`src/soc_pkg.sv`:
```
`default_nettype none

package soc_pkg;

    typedef logic [31:0] addr_t; // byte address
    typedef logic [31:0] data_t;
    typedef logic [3:0]  be_t;   // one bit per byte lane

    typedef enum logic [1:0] {
        SEL_RAM,
        SEL_GPIO,
        SEL_TICK,
        SEL_NONE
    } slave_sel_e;

    // address map
    parameter addr_t RAM_BASE  = 32'h0000_0000;
    parameter addr_t GPIO_BASE = 32'h1FD0_F000;
    parameter addr_t TICK_BASE = 32'h1FD0_F100;

    // gpio register offsets
    parameter logic [7:0] GPIO_OUT_OFS = 8'h00;
    parameter logic [7:0] GPIO_IN_OFS  = 8'h04;

    parameter int SEG_DIGITS = 8;

endpackage

`default_nettype wire

```
`src/ticker.sv`:
```
`timescale 1ns/100ps
`default_nettype none

module ticker (
    input  wire                  clk,
    input  wire                  rst_n,
    input  wire                  wr_i,
    input  wire soc_pkg::data_t  wdata_i,
    output soc_pkg::data_t       rdata_o
);

    soc_pkg::data_t cnt_q;

    // free running, a bus write preloads the whole word
    always_ff @(posedge clk or negedge rst_n) begin
        if (!rst_n)
            cnt_q <= '0;
        else if (wr_i)
            cnt_q <= wdata_i;
        else
            cnt_q <= cnt_q + 1'b1;
    end

    assign rdata_o = cnt_q;

endmodule

`default_nettype wire

```
`config.mk`:
```
export PLATFORM = sky130hd
export DESIGN_NAME = ticker
export DESIGN_NICKNAME = d
export VERILOG_FILES = /design/src/soc_pkg.sv /design/src/ticker.sv
export SDC_FILE = /design/constraint.sdc
export NUM_CORES = 1
export LEC_CHECK = 0
export BUFFER_PORTS_ARGS = -buffer_cell sky130_fd_sc_hd__buf_2
export CAP_MARGIN = 0
export CORE_MARGIN = 2
export CORE_UTILIZATION = 49
export CTS_CLUSTER_SIZE = 10
export DETAILED_ROUTE_END_ITERATION = 12
export PLACE_DENSITY = 0.8
export SETUP_SLACK_MARGIN = 0.02
export SYNTH_ARGS = -nofsm -noshare
export SYNTH_HDL_FRONTEND = slang
export SYNTH_SLANG_ARGS = --single-unit
```
`constraint.sdc`:
```
create_clock -name clk -period 3.25 [get_ports clk]
set_clock_uncertainty 0.2 [all_clocks]
set_input_delay 0.65 -clock clk [delete_from_list [all_inputs] [get_ports clk]]
set_output_delay 0.65 -clock clk [all_outputs]
set_load 0.1 [all_outputs]
```
== Word level (Yosys, flattened, before mapping) ==
Index checks and enable logic that the tools add are counted.

* Input bits: 35
* Output and inout bits: 32
* Register bits after elaboration: 32

* Add/subtract/negate cells: 1
* Multiplexer cells: 1

{| class="wikitable"
|+ Operators with widths
! operator !! count
|-
| adder 32 x 1 -> 32 bit, second input constant || 1
|-
| two-way mux 32 bit || 1
|}

== Logic depth before layout (Yosys ltp) ==
* Word-level depth: 2
* Depth in mapped cells: 6
* Gate-level depth less buffers: 5

== Least setup slack after synthesis ==
No wires, ideal clock.

* Path kind: register -> register
* From: register cnt_q[0] (netlist: rdata_o[0])
* To: register cnt_q[28] (netlist: rdata_o[28])
* Path buffers: 1
* Cell stages (with the launch flop): 7
* Arrival time: 2,750 ps
* Slack: 218 ps
* Clock period less this slack: 3,032 ps
* Cells stage by stage: dfrtp_1 -> ha_1 -> nand4_4 -> or4_1 -> buf_2 -> or4_1 -> a31oi_1

* Longest elaborated chain between the ends: 2

{| class="wikitable"
|+ Ends and longest elaborated chain
! item !! line !! text
|-
| start: declaration || ticker.sv:12 || <nowiki>soc_pkg::data_t cnt_q;</nowiki>
|-
| start signal: assignment || ticker.sv:19 || <nowiki>cnt_q <= wdata_i;</nowiki>
|-
| start signal: assignment || ticker.sv:21 || <nowiki>cnt_q <= cnt_q + 1'b1;</nowiki>
|-
| adder 32 x 1 -> 32 bit || ticker.sv:21 ||
|-
| two-way mux 32 bit || ticker.sv:18 || <nowiki>else if (wr_i)</nowiki>
|}

Every way passes these cells.

== Final worst setup path ==
Ends and elaborated chain as after synthesis.

==> results.json <==
{
  "outcome": "completed",
  "yosys.area_share.adder": 0.00698,
  "synth_cell_types": 24,
  "setup_viol": 0,
  "finalCriticalPeriod_ns": 2.47,
  "syn2layout_area_growth_pct": 22.6,
  "fin_crit_sh": 0.761,
  "crit_arrival_ns": 2.53,
  "drc": 0,
  "end_kind": "flop",
  "drt_iter0_drc": 89,
  "synth_xor_area_frac": 0.0684,
  "cap_violations": 0,
  "muxShareOfSynthArea": 0.00628,
  "dr.pass1.iters": 4,
  "max_freq_mhz": 404,
  "core_mm2": 0.00342,
  "cts_root_buf": "clkbuf_4",
  "grt_pass1_vias": 1533,
  "synth.most_common_cell": "dfrtp_1",
  "drt_wl_total_um": 3950,
  "ctsHtreeMaxLevel": 2,
  "clock_latency_ns": 0.33,
  "grt_pass1_wl_um": 6720,
  "antenna_cells": 0,
  "clk_path_buf_depth": 2,
  "routabilityCongestion": 0.799,
  "cp.required_ns": 3.31,
  "syn_avg_cell_area_um2": 8.75,
  "die_y_um": 64.5,
  "synth-edff-count": 0,
  "grt_setup_unrepaired": "no",
  "syn_inst": 205,
  "vias": 1728,
  "io_buffers": 66,
  "grt_max_degree": 37,
  "layout.nets": 302,
  "synth_ff_type": "dfrtp_1",
  "cp_slowest_cell": "or4_1",
  "overflow": 0,
  "largest_reg_flops": 32,
  "p_per_area_mw_per_mm2": 549,
  "min_path_type": "in -> async",
  "start_util": 0.525,
  "track_usage": 0.206,
  "cts_resized": 0,
  "tightest_slew_ns": 0.814,
  "worstSetupStartpointType": "flop",
  "dp_hpwl_um": 2860,
  "synthSimpleGateAreaFrac": 0.278,
  "drive_gt1_frac": 0.289,
  "yosys-top-cells-area": "dfrtp_1 (45%), or4_1 (5.9%), o21ai_0 (5.6%), xnor2_1 (5.4%), nand2_1 (5.2%)",
  "max_stage_delay_ns": 0.65,
  "crit_top_cell": "or4_1",
  "seq_area_frac_synth": 0.447,
  "async_reset_ff_frac": 1.00,
  "post_drt_wl_per_cell_um": 12.6,
  "io_pins": 67,
  "n_fill_cell": 315,
  "cp_cell_sequence": "ha_1 > nand4_4 > or4_1 > or4_1 > a31oi_1",
  "worst-path-buf-inv": 0,
  "num_rows": 21,
  "leakage_nw": 0.922,
  "ys_top_cells_by_count": "dfrtp_1 (32), nand2_1 (25), o21ai_0 (20)",
  "antenna_found_initial": 0,
  "timing.final.hold_violations": 0,
  "ant_nets": 0,
  "synth_top_cell_by_area": "dfrtp_1",
  "holdWs_ns": 0.149,
  "yosysWarnings": 0,
  "path_class": "reg -> reg",
  "synth-compound-area-share": 0.151,
  "synth_fp_nets": 241,
  "irDropWorstVdd_uv": 397,
  "routed_via_density": 5.54,
  "hold_buffers": 0,
  "clock-sinks": 32,
  "drv_slew": 0,
  "fp.dieArea_mm2": 0.00416,
  "cts_tree": "built",
  "cts_buffers": 5,
  "fin_tns_setup_ns": 0,
  "die_w_um": 64.5,
  "synth_top_family_by_area": "simple AND/OR/NAND/NOR gates",
  "path_delay_family": "simple AND/OR/NAND/NOR gates",
  "synth_top_area_share": 0.447,
  "clk_pin_slew_ns": 0.10,
  "postCtsSetupBuffers": 0,
  "netlist_area_mm2": 0.00179,
  "relSlewSlack": 0.457,
  "synth-seq-cells": 32,
  "critPathMaxFanout": 10
}
where the power goes:
part | switching (mW) | internal (mW) | total, mW
sequential | 0.0583 | 0.437 | 0.495
clock | 0.130 | 0.123 | 0.253
combinational | 0.375 | 0.0838 | 0.459
final cells by class:
class	count	area, um2	share of cell area
clock buffers	7	65.1	0.0296
inverters	8	30.0	0.0137
multi-input cells	153	915	0.416
flip-flops and latches	32	801	0.364
well taps	46	57.6	0.0262
repair buffers	66	330	0.150
final timing paths:
kind                              from     endpoint  slack [ns]  depth (start not counted)
setup / recovery            rdata_o[0]  rdata_o[28]        0.78                          5
hold / removal                   rst_n  rdata_o[28]        0.15                          1
max in group asynchronous        rst_n  rdata_o[10]        2.26                          1
min in group clk           wdata_i[16]  rdata_o[16]        0.32                          3
hold reg to reg             rdata_o[0]   rdata_o[0]        0.37                          1
setup reg to reg            rdata_o[0]  rdata_o[28]        0.78                          5
metal layers:
| layer | routed length [um] | part of all wire | vias up | GRT usage |
|---|---|---|---|---|
| met2 | 1800 | 0.46 | 51 | 0.322 |
| met3 | 271 | 0.069 | 6 | 0.0608 |
| met4 | 42 | 0.011 | 0 | 0.0559 |
| met5 | 0 | 0 | - | 0 |
| met1 | 1840 | 0.47 | 793 | 0.282 |
| li1 | - | - | 878 | - |
worst register-to-register path: stages, from the launching register on:
cell     delay [ns]
dfrtp_1        0.44
ha_1           0.29
nand4_4        0.16
or4_1          0.65
or4_1          0.51
a31oi_1        0.17
cells in the final DEF, fill, tap and decap left out, types with 9 or more instances in the layout:
cell type  synthesis  final
dfrtp_1           32     32
a31oi_1           14     14
buf_2              2     66
nand2_1           25     25
or4_1             14     14
o21ai_0           20     20
nand3_1           13     13
xnor2_1           11     11
nor2_1            16     16
o31ai_1            9      9
per-stage QoR:
stage	setup slack (ns)	power, mW	util	area, um2	instances
after floorplan	0.218	0.868	-	1790	205
after global placement	0.861	0.960	0.625	2130	305
after detailed placement	0.779	0.964	0.625	2130	305
after CTS	0.763	1.22	0.644	2200	312
after global routing	0.589	1.27	0.644	2200	312
final	0.777	1.21	0.644	2200	312
cells by family (layout without fill, tap and decap cells):
kind of cell	Yosys count	in the layout
AOI/OAI and AO/OA	45	45
xor gates and xnor gates	14	14
adders and majority gates	1	1
buffers and inverters	20	81
DFF	32	32
muxes	1	1
and+or+nand+nor	92	92
(Power assumes the default switching activity.)
