$ cat src/soc_pkg.sv
`default_nettype none

package soc_pkg;

    typedef logic [31:0] addr_t; // byte address
    typedef logic [31:0] data_t;
    typedef logic [3:0]  be_t;   // one bit per byte lane

    typedef enum logic [1:0] {
        SEL_RAM,
        SEL_GPIO,
        SEL_TICK,
        SEL_NONE
    } slave_sel_e;

    // address map
    parameter addr_t RAM_BASE  = 32'h0000_0000;
    parameter addr_t GPIO_BASE = 32'h1FD0_F000;
    parameter addr_t TICK_BASE = 32'h1FD0_F100;

    // gpio register offsets
    parameter logic [7:0] GPIO_OUT_OFS = 8'h00;
    parameter logic [7:0] GPIO_IN_OFS  = 8'h04;

    parameter int SEG_DIGITS = 8;

endpackage

`default_nettype wire

$ cat src/gpio_regs.sv
`timescale 1ns/100ps
`default_nettype none

module gpio_regs (
    input  wire                  clk,
    input  wire                  rst_n,
    input  wire                  rd_i,
    input  wire                  wr_i,
    input  wire [7:0]            ofs_i,
    input  wire soc_pkg::be_t    be_i,
    input  wire soc_pkg::data_t  wdata_i,
    output soc_pkg::data_t       rdata_o,
    input  wire soc_pkg::data_t  gpio_in_i,
    output soc_pkg::data_t       gpio_out_o
);

    soc_pkg::data_t gpio_in_q;

    always_ff @(posedge clk or negedge rst_n) begin
        if (!rst_n) begin
            gpio_out_o <= '0;
        end else if (wr_i && ofs_i == soc_pkg::GPIO_OUT_OFS) begin
            for (int b = 0; b < 4; b++) begin
                if (be_i[b])
                    gpio_out_o[8*b +: 8] <= wdata_i[8*b +: 8];
            end
        end
    end

    // one sync stage on the inputs
    always_ff @(posedge clk) begin
        gpio_in_q <= gpio_in_i;
    end

    always_comb begin
        rdata_o = '0;
        if (rd_i) begin
            case (ofs_i)
                soc_pkg::GPIO_OUT_OFS: rdata_o = gpio_out_o;
                soc_pkg::GPIO_IN_OFS:  rdata_o = gpio_in_q;
                default:               rdata_o = '0;
            endcase
        end
    end

endmodule

`default_nettype wire

$ cat config.mk
export PLATFORM = sky130hd
export DESIGN_NAME = gpio_regs
export DESIGN_NICKNAME = d
export VERILOG_FILES = /design/src/soc_pkg.sv /design/src/gpio_regs.sv
export SDC_FILE = /design/constraint.sdc
export NUM_CORES = 1
export LEC_CHECK = 0
export ABC_AREA = 1
export BUFFER_PORTS_ARGS = -buffer_cell sky130_fd_sc_hd__buf_2
export CORE_MARGIN = 5
export CORE_UTILIZATION = 41
export DETAILED_ROUTE_END_ITERATION = 10
export GPL_ROUTABILITY_DRIVEN = 0
export GPL_TIMING_DRIVEN = 0
export HOLD_SLACK_MARGIN = 0.08
export PLACE_DENSITY = 0.75
export SLEW_MARGIN = 0
export SYNTH_ARGS = -nofsm -noshare
export SYNTH_HDL_FRONTEND = slang
export SYNTH_SLANG_ARGS = --single-unit
$ cat constraint.sdc
create_clock -name clk -period 1.2 [get_ports clk]
set_clock_uncertainty 0.15 [all_clocks]
set_input_delay 0.18 -clock clk [delete_from_list [all_inputs] [get_ports clk]]
set_output_delay 0.18 -clock clk [all_outputs]
set_load 0.02 [all_outputs]
# Word-level counts from Yosys, hierarchy flattened
# Index checks and enable logic that the tools add are counted.
# W data, S select, Z words.
word_totals:
  ff_bits: 64
  input_bits: 80
  output_inout_bits: 64
  elab_cells: 14
classes:
  mux: 2
  n_eq_ne: 1
  reduce_logical: 6
op_table:
  columns: ["op", "n"]
  rows:
  - ["$pmux W32 S2", 1]
  - ["$mux W32", 1]
  - ["$eq A8 B3 Y1 const B", 1]
  - ["$logic_not A8 Y1", 1]
  - ["$reduce_and A2 Y1", 4]
  - ["$logic_and A1 B1 Y1", 1]

# Longest topological paths before layout
# Gate-level depths: netlist of run 1.
depth:
  depth_word: 3
  depth_mapped: 7
  ltp_nobuf: 6

# Worst setup path after synthesis of run 1
# Ideal clock, no wire load.
synth_path:
  path_kind: "input to output"
  start: "input ofs_i[7]"
  end: "output rdata_o[10]"
  path_stages: 6
  t_arrival_ns: 1.103
  path_buffers: 1
  path_slack_ns: -0.233
  required_time_ns: 0.870
  path_cell_list: "nor2_1 -> nand2_1 -> nor2_4 -> buf_2 -> nand2_1 -> a21oi_1"
synth_between:
  elab_chain_len: 3
  word_cells_on_any_way: 4
  classes_between: "1 x eq/ne; 2 x mux; 1 x reduce/logical"
synth_rtl:
  columns: ["item", "line_no", "source"]
  rows:
  - ["start: declaration", "gpio_regs.sv:9", "input wire [7:0] ofs_i,"]
  - ["$eq A8 B3 Y1 / $logic_not A8 Y1 (equally long branches)", "gpio_regs.sv:38", "case (ofs_i)"]
  - ["$pmux W32 S2 (*)", "gpio_regs.sv:38", null]
  - ["$mux W32 (*)", "gpio_regs.sv:37", "if (rd_i) begin"]
  - ["end: declaration", "gpio_regs.sv:12", "output soc_pkg::data_t rdata_o,"]
# Every way passes the cells marked *; elsewhere a longest branch is shown, timed or not.

# Final worst setup path of run 1
layout_path:
  start: "input ofs_i[5]"
  end: "output rdata_o[30]"
# Same word-level chain as after synthesis.

==> key figures, run 1 <==
Setup path
  – Most numerous cell on the critical path: nor2_4
  – Reg-to-Reg Start: gpio_out_o[5]
  – Critical path arrival: roughly 1400 ps
  – Critical path origin: ofs_i[5]
  – CP delay by family, top: buffers and inverters
  – Crit Path Max Fanout: 5
  – CP endpoint kind: output pin
  – Cell chain of the critical path: buf_2 > nor2_4 > nand2_4 > nor2_4 > buf_12 > buf_8 > nand2_2 > a21oi_4 > buf_6
  – CP max-delay cell: a21oi_4
  – Req. time, crit path: slightly below 900 ps
  – WS Path Type: input pin to output pin
  – CP Buf/Inv Count: 4
  – Worst path max stage delay: about 170 ps
  – Startpoint Class: input pin

Power and ir drop
  – P_leak: between 2 and 3 nW
  – Sw Share: 0.296
  – Combinational Power Share: 0.160
  – P_sw: 0.00147 W
  – Reg power frac: 0.469
  – Pwr dens: 825 nW/µm²
  – Clock power share: 0.371
  – Worst vdd ir: approximately 0.76 mV
  – Int Pwr: roughly 0.0035 W

Drt
  – DRC: 0
  – Antenna viol nets, final: 0
  – DR iter-0 viols: between 400 and 500
  – 1st-pass router iterations: 6
  – Via density per instance: roughly 6.4
  – WL final: 17.5 mm
  – WL/cell: between 20 and 30 µm
  – Routed via count: 3971

Finish
  – Fillers: between 100 and 150
  – Post-layout util: 0.963
  – Final instance area: 6010 µm²
  – Nets: just over 600
  – Syn-to-layout area delta: 132%
  – Final non-filler cell total: a little over 600
  – Fraction of layout cells with a size suffix above 1: 0.653

Timing
  – Worst hold margin: around 110 ps
  – Slew @ Worst Pin: a little under 500 ps
  – Peak Freq: approximately 600 MHz
  – Fin crit share: 1.41
  – Setup ws final: -489 ps
  – Slew Limit Fails: 0
  – Max_slew headroom: 0.669
  – Tmin final: 1690 ps
  – Setup_tns: -21020 ps
  – Final setup viols: 96
  – Hold Fails Final Rpt: 0
  – RSZ-0062 raised after global routing: yes

Synthesis
  – Synthesized area per cell: 8.65 µm²
  – Synth Instances: about 300
  – #FFs+latches synth: 64
  – Synth cell types: 14
  – Synthesized area: 2590 µm²
  – Sequential share of the synthesized area: 0.557
  – Syn_nets: between 300 and 400
  – Ys Warns: 0

Floorplanning
  – DIE AREA: 8000 µm²
  – Die Width: a little under 90 µm
  – Core box area: about 6200 µm²
  – I/O pins: between 100 and 150
  – Die height: 89.4 µm
  – Row Count: 29
  – Starting Density: 0.414

Global route
  – Overflow after GRT: 0
  – Vias in the first global route: between 3000 and 4000
  – Maximum number of pins on one net before global-route repair: 33
  – First-pass GRT wire length: about 21 mm
  – GRT Total Usage: 0.363
  – Initial antenna violation count: 1

Outcome
  – Violations in the final reports: setup timing
  – Status: finished, violations left

Min path
  – Worst Min Path Start: wr_i
  – Hold Path Class: input pin to flop

Clocking
  – CTS tree: built
  – Max clock buf depth: 2
  – Clk_lat worst skew: about 350 ps
  – Total CTS buffers: 9
  – Root Buffer: clkbuf_8
  – Clock slew seen by the registers of the worst setup and hold paths: about 80 ps
  – Clock Sinks: 64
  – H-tree Lvls: 3

Placement
  – Placed Cells incl. Taps: 514
  – Input/output buffers: between 100 and 150
  – Placement Cell Area: approximately 3800 µm²
  – Detailed Place HPWL: 6.36 mm

Job
  – Max Cap Viol: 0
[timing repair]
action                                 4_1_cts  5_1_grt
setup buffers                               12        6
setup endpoints to repair                   64      128
gates cloned                                 6        0
endpoints found under the hold margin       96        0
pin swaps                                   34       17
resized for setup                          248       77
hold buffers                                68        0
[sequential cells by signal (all words and copies together) (netlist names)]
signal and count:
gpio_in_q 32, gpio_out_o 32
[power groups by stage]
stage               combinational, W  clock, W  sequential [W]
floorplan                   0.000148         0         0.00234
global placement            0.000396         0         0.00231
detailed placement          0.000401         0         0.00231
CTS                         0.000666   0.00178         0.00230
global route                0.000816   0.00190         0.00233
finish                      0.000795   0.00184         0.00232
[cell usage in the layout, fill, tap and decap left out]
cell,n
clkinv_2,2
a21oi_4,32
inv_2,2
buf_12,8
buf_8,11
nand3_1,3
dfrtp_1,8
inv_1,1
buf_6,74
nor2_4,6
clkbuf_4,5
nand3_4,9
buf_16,1
clkbuf_16,1
nand4_1,32
nand2_2,29
clkbuf_8,9
nand2_4,26
buf_2,72
nand3_2,24
clkinvlp_4,3
diode_2,1
nand2_1,44
inv_4,2
nand2_8,1
dfrtp_2,24
buf_4,13
inv_6,1
dlygate4sd3_1,68
dfxtp_1,32
clkbuf_1,1
[synth_stat cells]
| cell | instances | area share |
|---|---|---|
| nand3_1 | 33 | 0.064 |
| buf_2 | 16 | 0.031 |
| nor2_2 | 1 | 0.0024 |
| dfrtp_1 | 32 | 0.31 |
| clkbuf_1 | 4 | 0.0058 |
| nand2_1 | 100 | 0.15 |
| nand3_4 | 3 | 0.020 |
| inv_1 | 5 | 0.0073 |
| nor2_4 | 1 | 0.0044 |
| nand4_1 | 32 | 0.077 |
| a21oi_1 | 32 | 0.062 |
| dfxtp_1 | 32 | 0.25 |
| buf_6 | 4 | 0.017 |
| nor2_1 | 4 | 0.0058 |
[metrics by stage]
step	power [W]	setup WS [ps]
floorplan	0.00249	-92.4
CTS	0.00475	-379
global placement	0.00271	-517
detailed placement	0.00271	-576
global route	0.00504	-511
finish	0.00496	-489
[logic make-up after synthesis]
| logic type | after synthesis | share of synthesized area |
|---|---|---|
| AOI/OAI and AO/OA | 32 | 0.0619 |
| buffers and inverters | 29 | 0.0614 |
| DFF | 64 | 0.557 |
| and+or+nand+nor | 174 | 0.319 |
[per-layer routing]
metal / part of all wire / track usage / vias to the layer above
met1: 0.30 / 0.368 / 1846
li1: - / - / 1493
met3: 0.10 / 0.0894 / 174
met2: 0.49 / 0.646 / 458
met4: 0.11 / 0.252 / 0
met5: 0 / 0 / -
[path summary, 6_finish.rpt]
kind | end | slack [ps] | cells past startpoint
max reg2reg | gpio_out_o[5] | -10 | 3
max in group asynchronous | gpio_out_o[14] | 310 | 2
min | gpio_out_o[23] | 110 | 3
min in group asynchronous | gpio_out_o[26] | 200 | 2
max | rdata_o[30] | -490 | 9
min reg2reg | gpio_out_o[20] | 410 | 2
[worst register-to-register path, cell delays in order, from the launching register on]
cell	delay [ps]
dfrtp_1	460
buf_4	170
nand2_2	70
nand2_1	180
[area by class of cell]
| type | count | area, µm² | area share |
|---|---|---|---|
| tap | 77 | 96.3 | 0.0160 |
| sequential | 64 | 1470 | 0.245 |
| antenna | 1 | 2.50 | 0.000416 |
| timing repair buffer | 229 | 2090 | 0.348 |
| inverter | 5 | 23.8 | 0.00396 |
| multi-input combinational | 206 | 1860 | 0.310 |
| buffer | 24 | 274 | 0.0456 |
| clock inverter | 6 | 41.3 | 0.00687 |
| clock buffer | 10 | 149 | 0.0248 |
No activity file was read; power rests on OpenSTA's default activity.
==> inputs of run 2 (changes only) <==
Settings changed: CORE_UTILIZATION 41 to 40, PLACE_DENSITY 0.75 to 0.76, REMOVE_ABC_BUFFERS set to 1.
Clock period 1.2 ns to 1.5 ns, I/O delays scaled along.
==> key figures, run 2 (synthesized netlist as in run 1, its figures left out) <==
Outcome
  – Status: finished, violations left
  – Violations in the final reports: setup timing

Setup path
  – Critical path arrival: 1430 ps
  – CP endpoint kind: output pin
  – WS Path Type: input pin to output pin
  – CP delay by family, top: buffers and inverters
  – Startpoint Class: input pin
  – Crit Path Max Fanout: 15
  – CP Buf/Inv Count: 5
  – CP max-delay cell: a21oi_2
  – Most numerous cell on the critical path: buf_6
  – Worst path max stage delay: 190 ps
  – Req. time, crit path: between 1000 and 1500 ps
  – Cell chain of the critical path: buf_6 > nor2_4 > nand2_4 > buf_4 > clkinvlp_4 > buf_12 > nand3_1 > a21oi_2 > buf_6

Power and ir drop
  – Pwr dens: approximately 770 nW/µm²
  – P_leak: 2.40 nW
  – Pwr Total: roughly 0.0038 W
  – Worst vdd ir: ~0.7 mV

Global route
  – First-pass GRT wire length: roughly 17 mm
  – Overflow after GRT: 0
  – GRT Total Usage: 0.274
  – Vias in the first global route: 3359
  – Initial antenna violation count: 0
  – Maximum number of pins on one net before global-route repair: 37

Timing
  – Slew @ Worst Pin: roughly 850 ps
  – Fin crit share: 1.20
  – Slew Limit Fails: 0
  – Max_slew headroom: 0.434
  – RSZ-0062 raised after global routing: yes
  – Hold Fails Final Rpt: 0
  – Peak Freq: 554 MHz
  – Setup ws final: -305 ps
  – Tmin final: ~1800 ps
  – Final setup viols: 32
  – Worst hold margin: ~340 ps

Clocking
  – Root Buffer: clkbuf_8
  – CTS tree: built
  – Clock Sinks: 64
  – Total CTS buffers: 9
  – Clock slew seen by the registers of the worst setup and hold paths: 70 ps
  – Clk_lat worst skew: ~330 ps
  – H-tree Lvls: 3
  – Max clock buf depth: 2

Finish
  – Fillers: 392
  – Most common library cell in the layout ignoring fill and taps: buf_2
  – Fraction of layout cells with a size suffix above 1: 0.447
  – Reg area: between 1000 and 1500 µm²
  – Antenna diodes: 0
  – Largest regs: gpio_in_q (32), gpio_out_o (32)
  – Multi-input gate area: about 1200 µm²
  – Nets: between 600 and 700
  – Final instance area: between 4000 and 5000 µm²
  – Syn-to-layout area delta: 91.8%
  – Most frequent cells in the layout: buf_2 (104), nand2_1 (86), dlygate4sd3_1 (69)

Drt
  – Routed via count: 3283
  – Via density per instance: around 5.4
  – 1st-pass router iterations: 5
  – WL/cell: about 20 µm
  – DR iter-0 viols: approximately 160
  – Antenna viol nets, final: 0
  – DRC: 0
  – WL final: about 12 mm

Floorplanning
  – Starting Density: 0.410
  – Die height: 90.4 µm
  – DIE AREA: 8170 µm²
  – Row Count: 29
  – I/O pins: about 140
  – Core box area: roughly 6300 µm²
  – Die Width: between 90 and 100 µm

Job
  – Max Cap Viol: 0

Placement
  – Placement Cell Area: roughly 3300 µm²
  – Placement Setup Slack: -989 ps
  – Input/output buffers: roughly 140
  – Detailed Place HPWL: between 5 and 6 mm

Min path
  – Hold Path Class: input pin to asynchronous set/reset pin
run 2: cell count changes in the layout (fill, tap and decap cells not counted), sizes merged:
cell,delta
clkbuf,-3
buf,-11
dlygate4sd3,+1
inv,-3
nor2,+2
bufinv,+1
bufbuf,+1
clkinvlp,+1
diode,-1
run 2: repair_timing:
item,4_1_cts,5_1_grt
hold buffers,69,0
resized for setup,86,44
endpoints found under the setup margin,64,42
cloned,6,0
buffers inserted,22,1
pin swaps,18,4
endpoints found under the hold margin,96,0
run 2: worst paths after layout:
| kind | startpoint | end | slack [ps] | depth (start not counted) |
|---|---|---|---|---|
| worst min register to register | gpio_out_o[10] | gpio_out_o[10] | 350 | 2 |
| worst max register to register | gpio_out_o[28] | gpio_out_o[28] | 630 | 2 |
| worst min-delay path | rst_n | gpio_out_o[12] | 340 | 2 |
| worst max-delay path | ofs_i[4] | rdata_o[5] | -310 | 9 |
| min in group clk | gpio_out_o[10] | gpio_out_o[10] | 350 | 2 |
| max in group asynchronous | rst_n | gpio_out_o[4] | 380 | 2 |
run 2: power by group:
group,total (W),internal [W],switching (W)
clock,0.00149,0.000855,0.000637
sequential,0.00182,0.00178,0.0000389
combinational,0.000509,0.000263,0.000247
run 2: metrics by stage:
stage	utilization	std cells	TNS [ps]
floorplan	-	275	-32750
global placement	0.516	495	-66070
detailed placement	0.519	496	-47630
CTS	0.757	609	-4930
global route	0.786	610	-9650
finish	0.786	610	-8030
run 2: layout make-up:
type | count | area share
flip-flops and latches | 64 | 0.291
well taps | 77 | 0.0194
inverters | 5 | 0.00530
repair inverters | 2 | 0.00303
clock buffers | 13 | 0.0320
clock inverters | 3 | 0.00807
repair buffers | 238 | 0.397
multi-input cells | 208 | 0.244
run 2: per-layer routing:
metal | share of wire | global-route usage | routed length (µm)
met1 | 0.36 | 0.299 | 4300
met2 | 0.52 | 0.490 | 6210
met3 | 0.075 | 0.0642 | 896
met4 | 0.048 | 0.140 | 574
met5 | 0 | 0 | 0
