File: config.mk
export PLATFORM = sky130hd
export DESIGN_NAME = seg_disp
export DESIGN_NICKNAME = d
export VERILOG_FILES = /design/src/soc_pkg.sv /design/src/seg_disp.sv
export SDC_FILE = /design/constraint.sdc
export NUM_CORES = 1
export LEC_CHECK = 0
export BUFFER_PORTS_ARGS = -buffer_cell sky130_fd_sc_hd__buf_4
export CORE_ASPECT_RATIO = 1.2
export CORE_MARGIN = 4
export CORE_UTILIZATION = 37
export CTS_CLUSTER_DIAMETER = 40
export DETAILED_ROUTE_END_ITERATION = 10
export MAX_ROUTING_LAYER = met4
export PLACE_DENSITY = 0.76
export SKIP_CTS_REPAIR_TIMING = 1
export SYNTH_ARGS = -nofsm -noshare
export SYNTH_HDL_FRONTEND = slang
export SYNTH_SLANG_ARGS = --single-unit
File: constraint.sdc
create_clock -name clk -period 5.9 [get_ports clk]
set_input_delay 0.885 -clock clk [delete_from_list [all_inputs] [get_ports clk]]
set_output_delay 0.885 -clock clk [all_outputs]
set_load 0.1 [all_outputs]
File: src/soc_pkg.sv
`default_nettype none

package soc_pkg;

    typedef logic [31:0] addr_t; // byte address
    typedef logic [31:0] data_t;
    typedef logic [3:0]  be_t;   // one bit per byte lane

    typedef enum logic [1:0] {
        SEL_RAM,
        SEL_GPIO,
        SEL_TICK,
        SEL_NONE
    } slave_sel_e;

    // address map
    parameter addr_t RAM_BASE  = 32'h0000_0000;
    parameter addr_t GPIO_BASE = 32'h1FD0_F000;
    parameter addr_t TICK_BASE = 32'h1FD0_F100;

    // gpio register offsets
    parameter logic [7:0] GPIO_OUT_OFS = 8'h00;
    parameter logic [7:0] GPIO_IN_OFS  = 8'h04;

    parameter int SEG_DIGITS = 8;

endpackage

`default_nettype wire

File: src/seg_disp.sv
`timescale 1ns/100ps
`default_nettype none

module seg_disp #(
    parameter int SCAN_DIV = 4
) (
    input  wire                                clk,
    input  wire                                rst_n,
    input  wire soc_pkg::data_t                value_i,
    output logic [soc_pkg::SEG_DIGITS-1:0]     dpy_com_o,
    output logic [7:0]                         dpy_seg_o
);

    localparam int DW = (SCAN_DIV > 1) ? $clog2(SCAN_DIV) : 1;
    localparam int NW = (soc_pkg::SEG_DIGITS > 1) ? $clog2(soc_pkg::SEG_DIGITS) : 1;

    logic [DW-1:0] div_q;
    logic [NW-1:0] dig_q;
    logic [3:0]    nibble;
    logic [6:0]    seg7;  // g..a

    always_ff @(posedge clk or negedge rst_n) begin
        if (!rst_n) begin
            div_q <= '0;
            dig_q <= '0;
        end else if (div_q == DW'(SCAN_DIV - 1)) begin
            div_q <= '0;
            if (dig_q == NW'(soc_pkg::SEG_DIGITS - 1))
                dig_q <= '0;
            else
                dig_q <= dig_q + 1'b1;
        end else begin
            div_q <= div_q + 1'b1;
        end
    end

    assign nibble    = value_i[4*dig_q +: 4];
    assign dpy_com_o = soc_pkg::SEG_DIGITS'(1) << dig_q;

    always_comb begin
        case (nibble)
            4'h0: seg7 = 7'h3F;
            4'h1: seg7 = 7'h06;
            4'h2: seg7 = 7'h5B;
            4'h3: seg7 = 7'h4F;
            4'h4: seg7 = 7'h66;
            4'h5: seg7 = 7'h6D;
            4'h6: seg7 = 7'h7D;
            4'h7: seg7 = 7'h07;
            4'h8: seg7 = 7'h7F;
            4'h9: seg7 = 7'h6F;
            4'hA: seg7 = 7'h77;
            4'hB: seg7 = 7'h7C;
            4'hC: seg7 = 7'h39;
            4'hD: seg7 = 7'h5E;
            4'hE: seg7 = 7'h79;
            default: seg7 = 7'h71;
        endcase
    end

    assign dpy_seg_o = {seg7, 1'b0}; // dp in bit 0, never lit

endmodule

`default_nettype wire

; ---- Yosys cells after proc, flatten, opt, wreduce, memory -nomap -nowiden
; Memory sizes are Yosys's and may differ from the RTL's.
; Cells that the tools add are included.
; W data, S select, Z words.
[op_classes]
n_addsub = 2
shift = 2
eq_ne = 2
mux = 2
[op_table]
columns = cell, n
row1 = $shiftx A32 B6 Y4, 1
row2 = $shl A1 B3 Y8 const A, 1
row3 = $add A3 B1 Y3 const B, 1
row4 = $eq A3 B3 Y1 const B, 1
row5 = $mux W3, 1
row6 = $add A2 B1 Y2 const B, 1
row7 = $eq A2 B2 Y1 const B, 1
row8 = $mux W2, 1
[totals]
n_memories = 1
inputBits = 34
reg_bits = 5
output_inout_bits = 16
word_cells = 11
mem_bits_ro = 112
[memory_table]
columns = memory, depth, word_bits, read_ports, rd_ports_with_merged_regs, write_ports, line_no
row1 = (no name shown), 16, 7, 1, 0, 0, seg_disp.sv:41  ; case (nibble)

; ---- Longest topological paths before layout
; Gate-level depths: netlist of run 1.
[depth]
word_depth = 2
depth_mapped = 9
ltp_nobuf = 8

; ---- Worst setup path after synthesis of run 1
; No wires, ideal clock.
[synth_timing]
path_kind = in2out
from = input value_i[12]
to = output dpy_seg_o[4]
arrival_time_ps = 3855
slack_ps = 1160
cell_stages = 6
t_required_ps = 5015
path_buffers = 0
cell_sequence = mux4_1 > mux2i_4 > inv_1 > ha_1 > mux2_1 > mux2i_1
[synth_via]
elab_chain_len = 2
[synth_rtl]
columns = element, line_no
row1 = "start, declared", seg_disp.sv:9  ; input wire soc_pkg::data_t value_i,
row2 = $shiftx A32 B6 Y4, seg_disp.sv:37  ; assign nibble = value_i[4*dig_q +: 4];
row3 = $mem_v2 Z16 W7, -
row4 = "end, declared", seg_disp.sv:11  ; output logic [7:0] dpy_seg_o
; No other way between the ends.

; ---- Worst setup path in the final report of run 1
[layout_timing]
from = register dig_q[0]
to = output dpy_seg_o[4]
[layout_via]
elab_chain_len = 2
[layout_rtl]
columns = element, line_no
row1 = "start, declared", seg_disp.sv:18  ; logic [NW-1:0] dig_q;
row2 = "start signal, assigned", seg_disp.sv:31  ; dig_q <= dig_q + 1'b1;
row3 = $shiftx A32 B6 Y4, seg_disp.sv:37
row4 = $mem_v2 Z16 W7, -
; No other way between the ends.

==> results of run 1 <==
-- kinds of logic after synthesis --
family | synth area share
other | 0.004204
AOI/OAI and AO/OA | 0.06874
adders and majority gates | 0.1964
DFF | 0.1403
buffers and inverters | 0.07995
and+or+nand+nor | 0.1276
muxes | 0.3731
xor gates and xnor gates | 0.009819
-- cell usage after synthesis, drive strengths merged --
cell    count  share of area
ha         14           0.20
mux2i       9           0.13
mux4        8           0.23
inv         7          0.029
dfrtp       5           0.14
and2        4          0.028
buf         4          0.046
nand2       4          0.020
nor2        3          0.013
nor2b       3          0.021
a21oi       2          0.011
nand3b      2          0.017
o21ai       2          0.011
o22a        2          0.020
a31oi       1         0.0070
clkbuf      1         0.0042
conb        1         0.0042
mux2        1          0.013
nor3        1         0.0056
nor3b       1          0.014
o211ai      1         0.0084
o32a        1          0.011
or3b        1         0.0098
xor2        1         0.0098
-- power breakdown --
group / total [mW] / internal, mW / switching, mW
clock: 0.0377 / 0.0255 / 0.0123
combinational: 0.0834 / 0.0312 / 0.0522
sequential: 0.0344 / 0.0344 / 0
-- cell type report --
class / instances / area (um^2)
Fill cell: 222 / 1033
Multi-Input combinational cell: 62 / 695.7
Timing Repair Buffer: 48 / 360.3
Sequential cell: 5 / 125.1
Tap cell: 31 / 38.79
Clock buffer: 4 / 26.28
Inverter: 7 / 26.28
-- cells in the final DEF (no fill, tap or decap), drive strengths merged, types with 2 or more instances in the layout --
cell    Yosys  layout
dfrtp       5       5
mux2i       9       9
nor2b       3       3
o21ai       2       2
nor2        3       3
ha         14      14
a21oi       2       2
inv         7       7
buf         4      48
nand3b      2       2
clkbuf      1       4
o22a        2       2
mux4        8       8
nand2       4       4
and2        4       4
-- per-stage QoR --
stage / hold slack [ns] / cell area, um^2 / total power [mW] / worst slack, ns
floorplan: 0.4031 / 892.1 / 0.09411 / 1.160
global placement: 0.4145 / 1246 / 0.1176 / 2.124
detailed placement: 0.4231 / 1246 / 0.1186 / 2.025
CTS: 0.4344 / 1272 / 0.1582 / 1.944
global route: 0.4313 / 1272 / 0.1642 / 1.761
finish: 0.4330 / 1272 / 0.1556 / 1.982
-- routing by layer --
layer  vias to the layer above  track usage  routed length, um
met5                         -            -                  0
met4                         0      0.03285                  0
met3                         0      0.01432                111
met2                        22       0.2340               1122
met1                       361       0.1599                842
li1                        384            -                  -
-- sequential cells by signal, indices dropped and copies added, names as in the netlist --
name   cells
dig_q      3
div_q      2
-- worst paths after layout --
path,from,end,slack (ns),cells past startpoint
worst min register to register,div_q[0],div_q[0],0.43,1
max in group asynchronous,rst_n,div_q[0],5.35,1
worst min-delay path,div_q[0],div_q[0],0.43,1
worst max register to register,dig_q[0],dig_q[0],4.43,5
min in group asynchronous,rst_n,dig_q[1],0.44,1
worst max-delay path,dig_q[0],dpy_seg_o[4],1.98,7
==> results by group, run 1 <==
Status
  • Status: finished, final reports clean

Worst setup path
  • Slowest stage delay, CP: 0.66 ns
  • WP buf/inv: 2
  • Critical path endpoint category: output port
  • Crit-path slowest cell: dfrtp_1
  • WS Path Type: reg2out
  • Top cell family by delay on the critical path: multiplexers
  • Critical Path RT: between 5 and 6 ns
  • Startpoint Class: register
  • Cell Chain, Critical Path: mux4_1 > mux2i_4 > inv_1 > ha_1 > mux2_1 > mux2i_1 > buf_4
  • Critical Path AT: 3.03 ns
  • Max FO, Critical Path: 12

Global routing
  • Grt ovf: 0
  • Global-route total usage across every layer: 0.1319
  • Largest net degree at the start of global routing: 17
  • First-pass GRT wire length: 3125 um
  • Number of antenna violations at the first check in global routing: 0
  • Vias in the first global route: 701

Timing
  • Max_slew headroom: 0.5438
  • Final setup fails: 0
  • Fin Clk Skew: roughly 0.0032 ns
  • Worst-margin pin slew: 0.6710 ns
  • Max frequency: 0.2552 GHz
  • Post-route clock period utilization: 0.6640
  • Final Hold Fails: 0
  • RSZ-0062 raised after global routing: no
  • Max-slew violation count: 0
  • TNS Setup: 0 ns
  • Min Tclk post-route: slightly below 4 ns

Run
  • Max Cap Viol: 0

Route
  • Pre-Repair DR Iteration Count: 4
  • DR iter-0 viols: 6
  • Post-DR vias/cell: 4.885
  • DRC viols: 0
  • Post-route ant nets: 0
  • Routed WL: a little over 2000 um
  • Post-DR wirelength/cell: 13.22 um
  • Via Count: roughly 770

Power and ir drop
  • Peak supply drop: 142.6 uV
  • Pwr dens: approximately 120 nW/um^2
  • Leakage power: 0.6352 nW

Floorplanning
  • Boundary Pins: 50
  • Core ar.: 2306 um^2
  • Die W: 52.83 um
  • Die area: ~3300 um^2
  • Num rows: 19
  • Die Y: slightly above 60 um
  • Initial Utilization: 0.3869

Yosys
  • Syn_nets: 127
  • Yosys reg bits: 5
  • YS warnings: 0
  • Seq/Total Area, Yosys: 0.1403
  • Syn avg cell area: 11.29 um^2
  • Syn Inst Count: 79
  • Mapped Area: 892.1 um^2
  • Cell variety after synth: 30

Clock tree
  • Clock buffer depth: 2
  • TritonCTS Buffers: 3
  • Clk root buf: clkbuf_4
  • Reg clk slew, reported paths: 0.04 ns
  • Clock latency on the worst-skew pair: 0.23 ns
  • TritonCTS clock tree: built
  • Sink Count: 5
  • H-tree Lvls: 1

Final layout
  • Total Nets Final: 175
  • Antenna diode count: 0
  • Fraction of layout cells with a size suffix above 1: 0.4762
  • Syn-to-layout area delta: 42.64%
  • End-of-flow core utilization: 0.5518
  • Post-Layout Cell Count: about 160

Placement
  • Placed cell count: 153
  • IO Port Bufs: 48
  • Dpl hpwl: 1782 um
  • Gpl congestion: 0.8526

Worst hold path
  • Worst Hold Class: reg2reg
Power figures use the tool's default switching activity.
==> run 2, diff against run 1 <==
==> constraint.sdc (replaced) <==
create_clock -name clk -period 3.85 [get_ports clk]
set_input_delay 0.5775 -clock clk [delete_from_list [all_inputs] [get_ports clk]]
set_output_delay 0.5775 -clock clk [all_outputs]
set_load 0.1 [all_outputs]
==> run 2 against run 1 <==
Against the previous run: combinational power is 55% higher; total power grew 57%; clock skew decreased by 0.0028 ns; via count up 0.65%; clock-buffer cell count unchanged; flip-flop and latch count stayed put; sequential power rose by 53%; worst setup slack got worse by 1.8 ns; final cell count unchanged; register-to-register slack got worse by 2.0 ns; global-route usage increased by 0.14 points; hold slack got worse by 0.31 ns; critical path type unchanged; largest cell class unchanged; largest power group unchanged.
==> results by group, run 2 (synthesis results as in run 1) <==
Status
  • Status: finished, final reports clean

Placement
  • Dpl hpwl: 1723 um (-3.3%)
  • Placed cell count: 153 (unchanged)
  • Gpl congestion: 0.7249 (-15%)
  • IO Port Bufs: 48 (unchanged)

Final layout
  • Total Nets Final: 175 (unchanged)
  • Max reg flops: 3 (unchanged)
  • Commonest non-fill, non-tap cell in the layout: buf_4
  • Post-Layout Cell Count: 157 (unchanged)
  • Most flop-heavy register: dig_q
  • Antenna diode count: 0 (unchanged)
  • Regs by FF count: dig_q: 3 flops, div_q: 2 flops
  • Syn-to-layout area delta: 43.48%
  • Fraction of layout cells with a size suffix above 1: 0.4921 (+0.01587)
  • Commonest cells after routing, fill and taps aside: buf_4 (48), ha_1 (14), mux4_1 (6)

Floorplanning
  • Boundary Pins: 50 (unchanged)
  • Die W: 52.83 um (unchanged)
  • Die Y: 61.79 um (unchanged)
  • Core ar.: 2306 um^2 (unchanged)
  • Die area: 3264 um^2 (unchanged)
  • Num rows: 19 (unchanged)
  • Initial Utilization: 0.3869 (unchanged)

Power and ir drop
  • Power share of the clock group: 0.255 (+0.012)
  • Sw Ratio: 0.4249 (+0.01047)
  • Reg power frac: 0.216 (-0.005)
  • Peak supply drop: 217.0 uV (+52%)
  • Pint: 140.6 uW (+54%)
  • Leakage power: 0.6340 nW (-0.19%)
  • Gate power share: 0.530 (-0.006)
  • Pwr dens: 191.0 nW/um^2 (+56%)
  • Overall power: 244.4 uW (+57%)
  • Net Switching: 103.9 uW (+61%)

Route
  • Via Count: 772 (+0.65%)
  • Post-route ant nets: 0 (unchanged)
  • Post-DR wirelength/cell: 12.86 um (-2.7%)
  • Routed WL: 2019 um (-2.7%)
  • DRC viols: 0 (unchanged)
  • Post-DR vias/cell: 4.917 (+0.65%)
  • DR iter-0 viols: 14 (+8)
  • Pre-Repair DR Iteration Count: 4 (unchanged)

Clock tree
  • Sink Count: 5 (unchanged)
  • Clock latency on the worst-skew pair: 0.24 ns (about the same)
  • Clk root buf: clkbuf_4
  • TritonCTS Buffers: 3 (unchanged)
  • TritonCTS clock tree: built
  • H-tree Lvls: 1 (unchanged)
  • Clock buffer depth: 2 (unchanged)
  • Reg clk slew, reported paths: 0.04 ns (about the same)

Worst hold path
  • Worst Hold Class: in2async

Global routing
  • First-pass GRT wire length: 3118 um (-0.22%)
  • Largest net degree at the start of global routing: 17 (unchanged)
  • Global-route total usage across every layer: 0.1332 (+0.001350)
  • Number of antenna violations at the first check in global routing: 0 (unchanged)
  • Grt ovf: 0 (unchanged)
  • Vias in the first global route: 750 (+7.0%)

Worst setup path
  • Cell Chain, Critical Path: mux4_1 > mux2i_4 > inv_1 > ha_1 > mux2_1 > mux2i_2 > buf_4
  • Top cell family by delay on the critical path: multiplexers
  • Startpoint Class: register
  • Slowest stage delay, CP: 0.66 ns (about the same)
  • Critical path endpoint category: output port
  • Critical Path AT: 3.04 ns (about the same)
  • Critical Path RT: 3.27 ns (-1.75 ns)
  • Setup crit start: dig_q[0]
  • Crit-path slowest cell: dfrtp_1
  • WP buf/inv: 2 (unchanged)
  • WS Path Type: reg2out
  • R2R Path Start: dig_q[0]
  • Max FO, Critical Path: 12 (unchanged)

Timing
  • Max frequency: 0.2763 GHz
  • Final Hold Fails: 0 (unchanged)
  • Post-route clock period utilization: 0.9400
  • Final setup fails: 0 (unchanged)
  • RSZ-0062 raised after global routing: no
  • TNS Setup: 0 ns (unchanged)
  • Max-slew violation count: 0 (unchanged)
  • Max_slew headroom: 0.5067 (-0.03712)
  • Min Tclk post-route: 3.619 ns
  • Worst-margin pin slew: 0.7256 ns (+0.05460 ns)
  • Fin Clk Skew: 0.0004366 ns (-0.002791 ns)

Run
  • Max Cap Viol: 0 (unchanged)
## run 2: cell counts in the layout (fill, tap and decap cells not counted)
No cell type changed its count.
## run 2: final cells by class
type                       count  area [um^2]
fill                         212         1026
multi-input combinational     62        703.2
timing repair buffer          48        360.3
sequential                     5        125.1
tap                           31        38.79
clock buffer                   4        26.28
inverter                       7        26.28
## run 2: metal layers
layer  share of wire  vias to the layer above  wire (um)  GRT usage
li1                -                      386          -          -
met1            0.38                      363        769     0.1488
met2            0.56                       19       1125     0.2411
met3           0.041                        4         82          0
met4           0.021                        0         42    0.07664
met5               0                        -          0          -
## run 2: stage by stage
step                hold slack (ns)  worst slack (ns)    util  instance area [um^2]
CTS                          0.1160            0.1906  0.5551                  1280
global placement             0.3810            0.5827  0.5437                  1254
floorplan                    0.2819           0.07278       -                 899.6
finish                       0.1257            0.2312  0.5551                  1280
detailed placement           0.3814            0.4647  0.5437                  1254
global route                 0.1150           0.04397  0.5551                  1280
## run 2: worst paths after layout
path	slack [ns]	depth (start not counted)	to
worst max-delay path	0.23	7	dpy_seg_o[4]
worst min-delay path	0.13	1	dig_q[1]
worst max register to register	2.39	4	dig_q[1]
worst min register to register	0.43	1	div_q[0]
max in group asynchronous	3.62	1	div_q[1]
min in group clk	0.43	1	div_q[0]
## run 2: power groups by stage
| stage | sequential (mW) | clock (mW) | combinational, mW |
|---|---|---|---|
| 6_report | 0.0527 | 0.0623 | 0.129 |
| 4_1_cts | 0.0527 | 0.0651 | 0.131 |
| 3_3_place_gp | 0.0535 | 0 | 0.129 |
| 3_5_place_dp | 0.0535 | 0 | 0.130 |
| 2_1_floorplan | 0.0535 | 0 | 0.0923 |
| 5_1_grt | 0.0527 | 0.0676 | 0.137 |
## run 2: worst register-to-register path, stage by stage (launching register included)
cell and delay, ns:
dfrtp_1 0.66, ha_1 0.27, ha_1 0.20, nand3b_1 0.12, o21ai_0 0.08
